===== src/hdl/ctrl_pkg.sv =====
`default_nettype none

package ctrl_pkg;

    typedef logic [5:0]  rom_addr_t;   // 64 slots, 37 used
    typedef logic [3:0]  alu_op_t;
    typedef logic [1:0]  alu_src_t;
    // mret, reg_write, mem_to_reg, mem_read, mem_write, alu_op, alu_src, rw_sel, branch, jump
    typedef logic [13:0] ctrl_word_t;

    // ALU operation codes
    localparam alu_op_t ALU_AND  = 4'b0000;
    localparam alu_op_t ALU_OR   = 4'b0001;
    localparam alu_op_t ALU_ADD  = 4'b0010;
    localparam alu_op_t ALU_XOR  = 4'b0011;
    localparam alu_op_t ALU_SLL  = 4'b0100;
    localparam alu_op_t ALU_SRL  = 4'b0101;
    localparam alu_op_t ALU_SUB  = 4'b0110;
    localparam alu_op_t ALU_SRA  = 4'b0111;
    localparam alu_op_t ALU_SLT  = 4'b1000;
    localparam alu_op_t ALU_SLTU = 4'b1001;
    localparam alu_op_t ALU_MUL  = 4'b1010;

    // Operand select
    localparam alu_src_t SRC_RR = 2'b10;  // rs1, rs2
    localparam alu_src_t SRC_RI = 2'b11;  // rs1, imm
    localparam alu_src_t SRC_PI = 2'b01;  // pc, imm

    // ROM addresses
    localparam rom_addr_t ADDR_NOP    = 6'd0;   // Also the illegal slot
    localparam rom_addr_t ADDR_ADD    = 6'd1;
    localparam rom_addr_t ADDR_SUB    = 6'd2;
    localparam rom_addr_t ADDR_AND    = 6'd3;
    localparam rom_addr_t ADDR_OR     = 6'd4;
    localparam rom_addr_t ADDR_XOR    = 6'd5;
    localparam rom_addr_t ADDR_SLL    = 6'd6;
    localparam rom_addr_t ADDR_SRL    = 6'd7;
    localparam rom_addr_t ADDR_SRA    = 6'd8;
    localparam rom_addr_t ADDR_SLT    = 6'd9;
    localparam rom_addr_t ADDR_SLTU   = 6'd10;
    localparam rom_addr_t ADDR_LOAD   = 6'd11;
    localparam rom_addr_t ADDR_STORE  = 6'd12;
    localparam rom_addr_t ADDR_BRANCH = 6'd13;
    localparam rom_addr_t ADDR_ADDI   = 6'd14;
    localparam rom_addr_t ADDR_SLTI   = 6'd15;
    localparam rom_addr_t ADDR_SLTIU  = 6'd16;
    localparam rom_addr_t ADDR_XORI   = 6'd17;
    localparam rom_addr_t ADDR_ORI    = 6'd18;
    localparam rom_addr_t ADDR_ANDI   = 6'd19;
    localparam rom_addr_t ADDR_SLLI   = 6'd20;
    localparam rom_addr_t ADDR_SRLI   = 6'd21;
    localparam rom_addr_t ADDR_SRAI   = 6'd22;
    localparam rom_addr_t ADDR_LUI    = 6'd23;
    localparam rom_addr_t ADDR_AUIPC  = 6'd24;
    localparam rom_addr_t ADDR_JAL    = 6'd25;
    localparam rom_addr_t ADDR_JALR   = 6'd26;
    localparam rom_addr_t ADDR_MUL    = 6'd27;
    localparam rom_addr_t ADDR_DIV    = 6'd28;
    localparam rom_addr_t ADDR_REM    = 6'd29;
    localparam rom_addr_t ADDR_CSRRW  = 6'd30;
    localparam rom_addr_t ADDR_CSRRC  = 6'd31;
    localparam rom_addr_t ADDR_CSRRS  = 6'd32;
    localparam rom_addr_t ADDR_CSRRWI = 6'd33;
    localparam rom_addr_t ADDR_CSRRSI = 6'd34;
    localparam rom_addr_t ADDR_CSRRCI = 6'd35;
    localparam rom_addr_t ADDR_MRET   = 6'd36;

endpackage

`default_nettype wire


===== src/hdl/isa_pkg.sv =====
`default_nettype none

package isa_pkg;

    // Instruction field types
    typedef logic [31:0] instr_t;
    typedef logic [6:0]  opcode_t;   // instr[6:0]
    typedef logic [2:0]  funct3_t;   // instr[14:12]
    typedef logic [6:0]  funct7_t;   // instr[31:25]

    // Major opcodes, RV32 base
    localparam opcode_t OP_REG    = 7'b0110011;
    localparam opcode_t OP_IMM    = 7'b0010011;
    localparam opcode_t OP_LOAD   = 7'b0000011;
    localparam opcode_t OP_STORE  = 7'b0100011;
    localparam opcode_t OP_BRANCH = 7'b1100011;
    localparam opcode_t OP_LUI    = 7'b0110111;
    localparam opcode_t OP_AUIPC  = 7'b0010111;
    localparam opcode_t OP_JAL    = 7'b1101111;
    localparam opcode_t OP_JALR   = 7'b1100111;
    localparam opcode_t OP_SYSTEM = 7'b1110011;  // CSR and privileged

    // Upper function field
    localparam funct7_t F7_BASE   = 7'b0000000;
    localparam funct7_t F7_ALT    = 7'b0100000;  // SUB, SRA, SRAI
    localparam funct7_t F7_MULDIV = 7'b0000001;  // M extension

    // ALU funct3, shared by OP_REG and OP_IMM
    localparam funct3_t F3_ADD  = 3'b000;
    localparam funct3_t F3_SLL  = 3'b001;
    localparam funct3_t F3_SLT  = 3'b010;
    localparam funct3_t F3_SLTU = 3'b011;
    localparam funct3_t F3_XOR  = 3'b100;
    localparam funct3_t F3_SR   = 3'b101;    // SRL or SRA by funct7
    localparam funct3_t F3_OR   = 3'b110;
    localparam funct3_t F3_AND  = 3'b111;

    // M extension subset
    localparam funct3_t F3_MUL = 3'b000;
    localparam funct3_t F3_DIV = 3'b100;
    localparam funct3_t F3_REM = 3'b110;

    // SYSTEM funct3
    localparam funct3_t F3_PRIV   = 3'b000;  // ECALL, EBREAK, MRET
    localparam funct3_t F3_CSRRW  = 3'b001;
    localparam funct3_t F3_CSRRS  = 3'b010;
    localparam funct3_t F3_CSRRC  = 3'b011;
    localparam funct3_t F3_CSRRWI = 3'b101;
    localparam funct3_t F3_CSRRSI = 3'b110;
    localparam funct3_t F3_CSRRCI = 3'b111;

    localparam instr_t MRET_WORD = 32'h3020_0073;  // Only accepted PRIV encoding

endpackage

`default_nettype wire

===== src/hdl/rv_decode_top.sv =====
`default_nettype none

module rv_decode_top (
    input  logic                reset,          // Clock
    input  logic                rst,
    input  isa_pkg::instr_t     instr,
    input  logic                instr_valid,
    output logic                mret,
    output logic                reg_write,
    output logic                mem_to_reg,
    output logic                mem_read,
    output logic                mem_write,
    output ctrl_pkg::alu_op_t   alu_op,
    output ctrl_pkg::alu_src_t  alu_src,
    output logic                rw_sel,
    output logic                branch,
    output logic                jump,
    output logic                ctrl_valid,
    output logic                illegal_instr
);

    import ctrl_pkg::*;

    rom_addr_t map_addr;     // Combinational from mapper
    logic      map_illegal;

    instr_mapper instr_mapper_inst (
        .instr    (instr),
        .rom_addr (map_addr),
        .illegal  (map_illegal)
    );

    // Registered stage, drives all outputs
    control_rom control_rom_inst (
        .reset         (reset),
        .rst           (rst),
        .rom_addr      (map_addr),
        .illegal       (map_illegal),
        .instr_valid   (instr_valid),
        .mret          (mret),
        .reg_write     (reg_write),
        .mem_to_reg    (mem_to_reg),
        .mem_read      (mem_read),
        .mem_write     (mem_write),
        .alu_op        (alu_op),
        .alu_src       (alu_src),
        .rw_sel        (rw_sel),
        .branch        (branch),
        .jump          (jump),
        .ctrl_valid    (ctrl_valid),
        .illegal_instr (illegal_instr)
    );

endmodule

`default_nettype wire


===== src/hdl/control_rom.sv =====
`default_nettype none

module control_rom (
    input  logic                 reset,
    input  logic                 rst,
    input  ctrl_pkg::rom_addr_t  rom_addr,
    input  logic                 illegal,
    input  logic                 instr_valid,
    output logic                 mret,
    output logic                 reg_write,
    output logic                 mem_to_reg,
    output logic                 mem_read,
    output logic                 mem_write,
    output ctrl_pkg::alu_op_t    alu_op,
    output ctrl_pkg::alu_src_t   alu_src,
    output logic                 rw_sel,
    output logic                 branch,
    output logic                 jump,
    output logic                 ctrl_valid,
    output logic                 illegal_instr
);

    import ctrl_pkg::*;

    ctrl_word_t ctrl_q;
    logic       valid_q;
    logic       illegal_q;

    // Word layout {mret, wr, m2r, mrd, mwr} {alu_op} {alu_src} {rw_sel, branch, jump}
    function automatic ctrl_word_t rom_word(input rom_addr_t addr);
        ctrl_word_t word;
        case (addr)
            ADDR_ADD:    word = {5'b01000, ALU_ADD,  SRC_RR, 3'b000};
            ADDR_SUB:    word = {5'b01000, ALU_SUB,  SRC_RR, 3'b000};
            ADDR_AND:    word = {5'b01000, ALU_AND,  SRC_RR, 3'b000};
            ADDR_OR:     word = {5'b01000, ALU_OR,   SRC_RR, 3'b000};
            ADDR_XOR:    word = {5'b01000, ALU_XOR,  SRC_RR, 3'b000};
            ADDR_SLL:    word = {5'b01000, ALU_SLL,  SRC_RR, 3'b000};
            ADDR_SRL:    word = {5'b01000, ALU_SRL,  SRC_RR, 3'b000};
            ADDR_SRA:    word = {5'b01000, ALU_SRA,  SRC_RR, 3'b000};
            ADDR_SLT:    word = {5'b01000, ALU_SLT,  SRC_RR, 3'b000};
            ADDR_SLTU:   word = {5'b01000, ALU_SLTU, SRC_RR, 3'b000};
            // Address add for memory ops
            ADDR_LOAD:   word = {5'b01110, ALU_ADD,  SRC_RI, 3'b000};
            ADDR_STORE:  word = {5'b00001, ALU_ADD,  SRC_RI, 3'b000};
            ADDR_BRANCH: word = {5'b00000, ALU_SUB,  SRC_RR, 3'b010};  // Compare by subtract
            ADDR_ADDI:   word = {5'b01000, ALU_ADD,  SRC_RI, 3'b000};
            ADDR_SLTI:   word = {5'b01000, ALU_SLT,  SRC_RI, 3'b000};
            ADDR_SLTIU:  word = {5'b01000, ALU_SLTU, SRC_RI, 3'b000};
            ADDR_XORI:   word = {5'b01000, ALU_XOR,  SRC_RI, 3'b000};
            ADDR_ORI:    word = {5'b01000, ALU_OR,   SRC_RI, 3'b000};
            ADDR_ANDI:   word = {5'b01000, ALU_AND,  SRC_RI, 3'b000};
            ADDR_SLLI:   word = {5'b01000, ALU_SLL,  SRC_RI, 3'b000};
            ADDR_SRLI:   word = {5'b01000, ALU_SRL,  SRC_RI, 3'b000};
            ADDR_SRAI:   word = {5'b01000, ALU_SRA,  SRC_RI, 3'b000};
            ADDR_LUI:    word = {5'b01000, ALU_ADD,  SRC_RI, 3'b000};
            ADDR_AUIPC:  word = {5'b01000, ALU_ADD,  SRC_PI, 3'b000};
            ADDR_JAL:    word = {5'b01000, ALU_ADD,  SRC_PI, 3'b101};  // Link reg gets pc+4
            ADDR_JALR:   word = {5'b01000, ALU_ADD,  SRC_RI, 3'b101};
            ADDR_MUL:    word = {5'b01000, ALU_MUL,  SRC_RR, 3'b000};
            ADDR_DIV:    word = {5'b01000, ALU_OR,   SRC_RR, 3'b000};  // Divider keyed off 0001
            ADDR_REM:    word = {5'b01000, ALU_AND,  SRC_RR, 3'b000};
            // CSR ops, alu_op gives the write mode
            ADDR_CSRRW:  word = {5'b01000, ALU_XOR,  SRC_RR, 3'b000};
            ADDR_CSRRC:  word = {5'b01000, ALU_AND,  SRC_RR, 3'b000};
            ADDR_CSRRS:  word = {5'b01000, ALU_OR,   SRC_RR, 3'b000};
            ADDR_CSRRWI: word = {5'b01000, ALU_XOR,  SRC_RI, 3'b000};
            ADDR_CSRRSI: word = {5'b01000, ALU_OR,   SRC_RI, 3'b000};
            ADDR_CSRRCI: word = {5'b01000, ALU_AND,  SRC_RI, 3'b000};
            ADDR_MRET:   word = {5'b10000, ALU_XOR,  SRC_RR, 3'b000};  // No writeback
            default:     word = '0;  // Slot 0 and unused 37..63
        endcase
        return word;
    endfunction

    // One-cycle registered read, bubbles become NOPs
    always_ff @(posedge reset) begin
        if (rst) begin
            ctrl_q    <= '0;
            valid_q   <= 1'b0;
            illegal_q <= 1'b0;
        end else begin
            valid_q   <= instr_valid;
            illegal_q <= instr_valid & illegal;
            if (instr_valid) begin
                ctrl_q <= rom_word(rom_addr);
            end else begin
                ctrl_q <= '0;
            end
        end
    end

    assign {mret, reg_write, mem_to_reg, mem_read, mem_write,
            alu_op, alu_src, rw_sel, branch, jump} = ctrl_q;

    assign ctrl_valid    = valid_q;
    assign illegal_instr = illegal_q;

endmodule

`default_nettype wire


===== src/hdl/instr_mapper.sv =====
`default_nettype none

module instr_mapper (
    input  isa_pkg::instr_t     instr,
    output ctrl_pkg::rom_addr_t rom_addr,
    output logic                illegal
);

    import isa_pkg::*;
    import ctrl_pkg::*;

    opcode_t opcode;
    funct3_t funct3;
    funct7_t funct7;

    assign opcode = instr[6:0];
    assign funct3 = instr[14:12];
    assign funct7 = instr[31:25];

    // Unmatched encodings fall through to slot 0
    always_comb begin
        rom_addr = ADDR_NOP;
        case (opcode)
            OP_LOAD:   rom_addr = ADDR_LOAD;    // Width handled downstream
            OP_STORE:  rom_addr = ADDR_STORE;
            OP_BRANCH: rom_addr = ADDR_BRANCH;  // Condition from funct3 in EX
            OP_LUI:    rom_addr = ADDR_LUI;
            OP_AUIPC:  rom_addr = ADDR_AUIPC;
            OP_JAL:    rom_addr = ADDR_JAL;
            OP_JALR:   rom_addr = ADDR_JALR;

            OP_REG: begin
                case (funct7)
                    F7_BASE: begin
                        case (funct3)
                            F3_ADD:  rom_addr = ADDR_ADD;
                            F3_SLL:  rom_addr = ADDR_SLL;
                            F3_SLT:  rom_addr = ADDR_SLT;
                            F3_SLTU: rom_addr = ADDR_SLTU;
                            F3_XOR:  rom_addr = ADDR_XOR;
                            F3_SR:   rom_addr = ADDR_SRL;
                            F3_OR:   rom_addr = ADDR_OR;
                            F3_AND:  rom_addr = ADDR_AND;
                            default: rom_addr = ADDR_NOP;
                        endcase
                    end
                    F7_ALT: begin
                        // Only SUB and SRA use the alternate encoding
                        case (funct3)
                            F3_ADD:  rom_addr = ADDR_SUB;
                            F3_SR:   rom_addr = ADDR_SRA;
                            default: rom_addr = ADDR_NOP;
                        endcase
                    end
                    F7_MULDIV: begin
                        // MULH*, DIVU, REMU not supported
                        case (funct3)
                            F3_MUL:  rom_addr = ADDR_MUL;
                            F3_DIV:  rom_addr = ADDR_DIV;
                            F3_REM:  rom_addr = ADDR_REM;
                            default: rom_addr = ADDR_NOP;
                        endcase
                    end
                    default: rom_addr = ADDR_NOP;
                endcase
            end

            OP_IMM: begin
                case (funct3)
                    F3_ADD:  rom_addr = ADDR_ADDI;
                    F3_SLT:  rom_addr = ADDR_SLTI;
                    F3_SLTU: rom_addr = ADDR_SLTIU;
                    F3_XOR:  rom_addr = ADDR_XORI;
                    F3_OR:   rom_addr = ADDR_ORI;
                    F3_AND:  rom_addr = ADDR_ANDI;
                    F3_SLL: begin
                        if (funct7 == F7_BASE) begin
                            rom_addr = ADDR_SLLI;
                        end
                    end
                    F3_SR: begin
                        // imm[11:5] picks logical or arithmetic
                        if (funct7 == F7_BASE) begin
                            rom_addr = ADDR_SRLI;
                        end else if (funct7 == F7_ALT) begin
                            rom_addr = ADDR_SRAI;
                        end
                    end
                    default: rom_addr = ADDR_NOP;
                endcase
            end

            OP_SYSTEM: begin
                case (funct3)
                    F3_CSRRW:  rom_addr = ADDR_CSRRW;
                    F3_CSRRS:  rom_addr = ADDR_CSRRS;
                    F3_CSRRC:  rom_addr = ADDR_CSRRC;
                    F3_CSRRWI: rom_addr = ADDR_CSRRWI;
                    F3_CSRRSI: rom_addr = ADDR_CSRRSI;
                    F3_CSRRCI: rom_addr = ADDR_CSRRCI;
                    F3_PRIV: begin
                        // ECALL, EBREAK, WFI stay illegal
                        if (instr == MRET_WORD) begin
                            rom_addr = ADDR_MRET;
                        end
                    end
                    default: rom_addr = ADDR_NOP;
                endcase
            end

            default: rom_addr = ADDR_NOP;  // FENCE, AMO, unknown
        endcase
    end

    // No legal instruction uses slot 0
    assign illegal = (rom_addr == ADDR_NOP);

endmodule

`default_nettype wire


===== config.mk =====
export PLATFORM = sky130hd
export DESIGN_NAME = rv_decode_top
export DESIGN_NICKNAME = d
export VERILOG_FILES = /design/src/hdl/ctrl_pkg.sv /design/src/hdl/isa_pkg.sv /design/src/hdl/rv_decode_top.sv /design/src/hdl/control_rom.sv /design/src/hdl/instr_mapper.sv
export SDC_FILE = /design/constraint.sdc
export NUM_CORES = 1
export LEC_CHECK = 0
export BUFFER_PORTS_ARGS = -buffer_cell sky130_fd_sc_hd__buf_2
export CAP_MARGIN = 20
export CORE_MARGIN = 3
export CORE_UTILIZATION = 45
export CTS_BUF_LIST = sky130_fd_sc_hd__clkbuf_2
export CTS_CLUSTER_SIZE = 25
export DETAILED_ROUTE_END_ITERATION = 16
export PLACE_DENSITY = 0.81
export SYNTH_ARGS = -nofsm -noshare
export SYNTH_HDL_FRONTEND = slang
export SYNTH_HIERARCHICAL = 1
export SYNTH_SLANG_ARGS = --single-unit

===== constraint.sdc =====
create_clock -name reset -period 2.9 [get_ports reset]
set_clock_uncertainty 0.2 [all_clocks]
set_input_delay 0.58 -clock reset [delete_from_list [all_inputs] [get_ports reset]]
set_output_delay 0.58 -clock reset [all_outputs]
set_load 0.005 [all_outputs]

==> summary.md <==
| Metric | Value |
|---|---|
| IO buf count | 50 |
| Antenna Cells | 0 |
| Worst hold-check path type | in2reg |
| Clock root cell | clkbuf_2 |
| Clock tree buffer depth | 2 |
| Buf/Inv on CP | 3 |
| Mapped Avg Cell Area | 7.51 µm² |
| Net Switching | 0.000148 W |
| Fin cells | 332 |
| Final Cycle Share | 0.956 |
| Starting Density | 0.489 |
| Combinational Power Share | 0.385 |
| #FFs+latches synth | 14 |
| Sequential power share | 0.431 |
| Hold path endpoint | control_rom_inst/ctrl_q[6] |
| Worst Path Arrival | 2.77 ns |
| Detailed placer's ending HPWL | 3.48 mm |
| Residual DRC | 0 |
| Maximum VDD drop | 0.101 mV |
| Vias per cell | 5.73 |
| Area Overhead vs Synth | 39.9% |
| Worst-path clk slew | 0.13 ns |
| Gr usage total | 0.204 |
| Post-synth ARST share | 0 |
| Yosys cell types | 61 |
| Die Span X | 64.8 µm |
| Worst Tran Pin Value | 0.547 ns |
| Hold_ws | 0.548 ns |
| Dpl cell area | 2070 µm² |
| Number of synthesized flops with an enable pin | 0 |
| Max-slew violation count | 0 |
| RSZ-0062 raised after global routing | no |
| H-tree Lvls | 1 |
| Global-route wire length before repair | 7.09 mm |
| Startpoint types | input port |
| Hold_sp | instr_valid |
| Internal power | 0.000310 W |
| MaxCap Viol Count | 0 |
| Cells after Synth | 207 |
| Share of layout cells above drive strength 1 | 0.427 |
| Main synth FF type | dfxtp_1 |
| Leakage | 0.966 nW |
| CTS tree | done |
| Setup CP Type | in2reg |
| Setup slack after layout | 0.127 ns |
| Final hold vios | 0 |
| Total core area | 3180 µm² |
| Synth Cell Area | 1550 µm² |
| Delay of the slowest critical-path stage | 0.47 ns |
| Post-Layout Inst Area | 2170 µm² |
| Worst-path cell chain | buf_2 > nand3b_1 > buf_4 > nor4_2 > a31oi_1 > o211ai_1 > inv_1 > ha_4 > or4b_1 > a21oi_1 > a21oi_1 > o22ai_1 |
| Register area share after synthesis | 0.180 |
| CP endpoint kind | flip-flop |
| # nets final | 331 |
| Dpl ws | -0.344 ns |
| Max Fclk | 361 MHz |
| Yosys warning count | 6 |
| Initial DRC count | 177 |
| Final wirelength | 4.59 mm |
| Sw Ratio | 0.324 |
| Placed insts | 324 |
| Required time of the worst setup path | 2.89 ns |
| Clock power share | 0.185 |
| GRT Residual Overflow | 0 |
| Routed Antenna Nets | 0 |
| Final min period | 2.77 ns |
| Vias in the first global route | 1733 |
| Num CTS Buffers | 3 |
| Relative slew margins | 0.635 |
| Hold Buf Count CTS | 0 |
| PD cells | 211 nW/µm² |
| Hold depth | 3 |
| Status | finished, final reports clean |
| CP max-delay cell | or4b_1 |
| Mapped Nets | 248 |
| Die ar. | 4190 µm² |
| Critical Path Most Common Cell | a21oi_1 |
| Die Y-Extent | 64.8 µm |
| Antenna violations before repair | 0 |
| Rows | 20 |
| Worst-path maximum fanout | 3 |
| Num ports | 51 |
| Largest net degree at the start of global routing | 16 |
| Crit path max-delay family | simple AND/OR/NAND/NOR gates |
| Drt pass-1 iters | 4 |
| Via count | 1902 |
| Routed WL per cell | 13.8 µm |
| Setup violations, final | 0 |
| CTS sink cnt | 14 |
| RePlAce Congestion | 0.911 |
==> kinds of logic (layout without fill, tap and decap cells) <==
family | after synthesis | in the layout | share of synthesized area
flip-flops | 14 | 14 | 0.180
adder cells (fa/ha/maj) | 6 | 6 | 0.0483
XOR/XNOR | 4 | 4 | 0.0225
AND/OR/NAND/NOR | 91 | 91 | 0.349
multiplexers | 5 | 5 | 0.0338
buffers and inverters | 28 | 108 | 0.105
AO/OA/AOI/OAI | 59 | 60 | 0.262
==> cell usage after synthesis, types with 3 or more instances <==
cell	instances	area [µm²]
nand3_1	4	20.0
or4_1	3	22.5
nor3_1	8	40.0
o211ai_1	3	22.5
inv_2	3	11.3
nor4_1	4	25.0
buf_2	7	35.0
dfxtp_1	14	280
nor3b_1	3	22.5
nand2b_1	7	43.8
buf_6	3	33.8
nand2_1	16	60.1
buf_4	7	52.6
or3_1	5	31.3
ha_1	6	75.1
o22ai_1	3	18.8
o21ai_0	9	45.0
mux2i_1	3	30.0
inv_1	8	30.0
a21oi_1	14	70.1
o21ai_1	3	15.0
o32a_1	3	30.0
nand3b_1	5	37.5
nor2_1	16	60.1
a31oi_1	5	31.3
==> timing repair <==
| item | CTS | global route |
|---|---|---|
| endpoints found under the setup margin | 4 | 7 |
| resized for setup | 2 | 6 |
| setup buffers | 0 | 4 |
| gates cloned | 0 | 1 |
| pin swaps | 0 | 2 |
==> metrics by stage <==
stage / power, W / utilization / TNS [ns]
CTS: 0.000449 / 0.662 / 0
finish: 0.000458 / 0.684 / 0
global route: 0.000482 / 0.684 / 0
global placement: 0.000364 / 0.652 / -2.33
detailed placement: 0.000367 / 0.652 / -3.07
floorplan: 0.000300 / - / -0.237
==> placed cells by master (no fill, tap or decap), types with 4 or more instances in the layout <==
cell and instances:
a21oi_1 14, buf_2 50, nor4_2 5, nand3_1 4, dfxtp_1 14, nor3_1 7
buf_4 44, o21ai_1 5, nand2b_1 7, nand2_1 16, ha_1 5, nor2_1 16
a31oi_1 5, inv_1 8, nand3b_1 5, or3_1 4, o21ai_0 7
==> area by class of cell <==
class,count,area (µm²)
Multi-Input combinational cell,166,1200
Sequential cell,14,280
Fill cell,276,1000
Tap cell,44,55.1
Inverter,11,41.3
Timing Repair Buffer,94,581
Clock buffer,3,15.0
==> registers in the layout, indices dropped and copies added, names as in the netlist <==
name and cells:
control_rom_inst/illegal_instr 1, control_rom_inst/ctrl_valid 1, control_rom_inst/ctrl_q 12
==> metal layers <==
| metal | share of wire | track usage |
|---|---|---|
| met1 | 0.42 | 0.249 |
| met2 | 0.50 | 0.358 |
| met3 | 0.061 | 0.0295 |
| met4 | 0.017 | 0.0818 |
| met5 | 0 | 0 |
==> tightest hold or removal path: stages <==
cell      delay [ns]
buf_2           0.10
nand2b_1        0.25
a21oi_1         0.07
==> how the worst max path moves through the flow <==
stage / startpoint / end / slack (ns) / depth (start not counted)
final: instr[3] / control_rom_inst/ctrl_q[3] / 0.13 / 12
after CTS: instr[23] / control_rom_inst/ctrl_q[6] / 0.01 / 10
after global placement: instr[23] / control_rom_inst/ctrl_q[6] / -0.34 / 10
after floorplan: instr[25] / control_rom_inst/ctrl_q[3] / -0.14 / 11
after global routing: instr[3] / control_rom_inst/ctrl_q[6] / 0.002 / 12
after detailed placement: instr[3] / control_rom_inst/ctrl_q[5] / -0.34 / 8
==> power groups by stage <==
| stage | clock, W | combinational [W] | sequential (W) |
|---|---|---|---|
| after floorplan | 0 | 0.0000973 | 0.000202 |
| after global placement | 0 | 0.000162 | 0.000202 |
| after detailed placement | 0 | 0.000166 | 0.000202 |
| after CTS | 0.0000842 | 0.000167 | 0.000197 |
| after global routing | 0.0000918 | 0.000193 | 0.000198 |
| final | 0.0000847 | 0.000176 | 0.000197 |
Power figures use the tool's default switching activity.
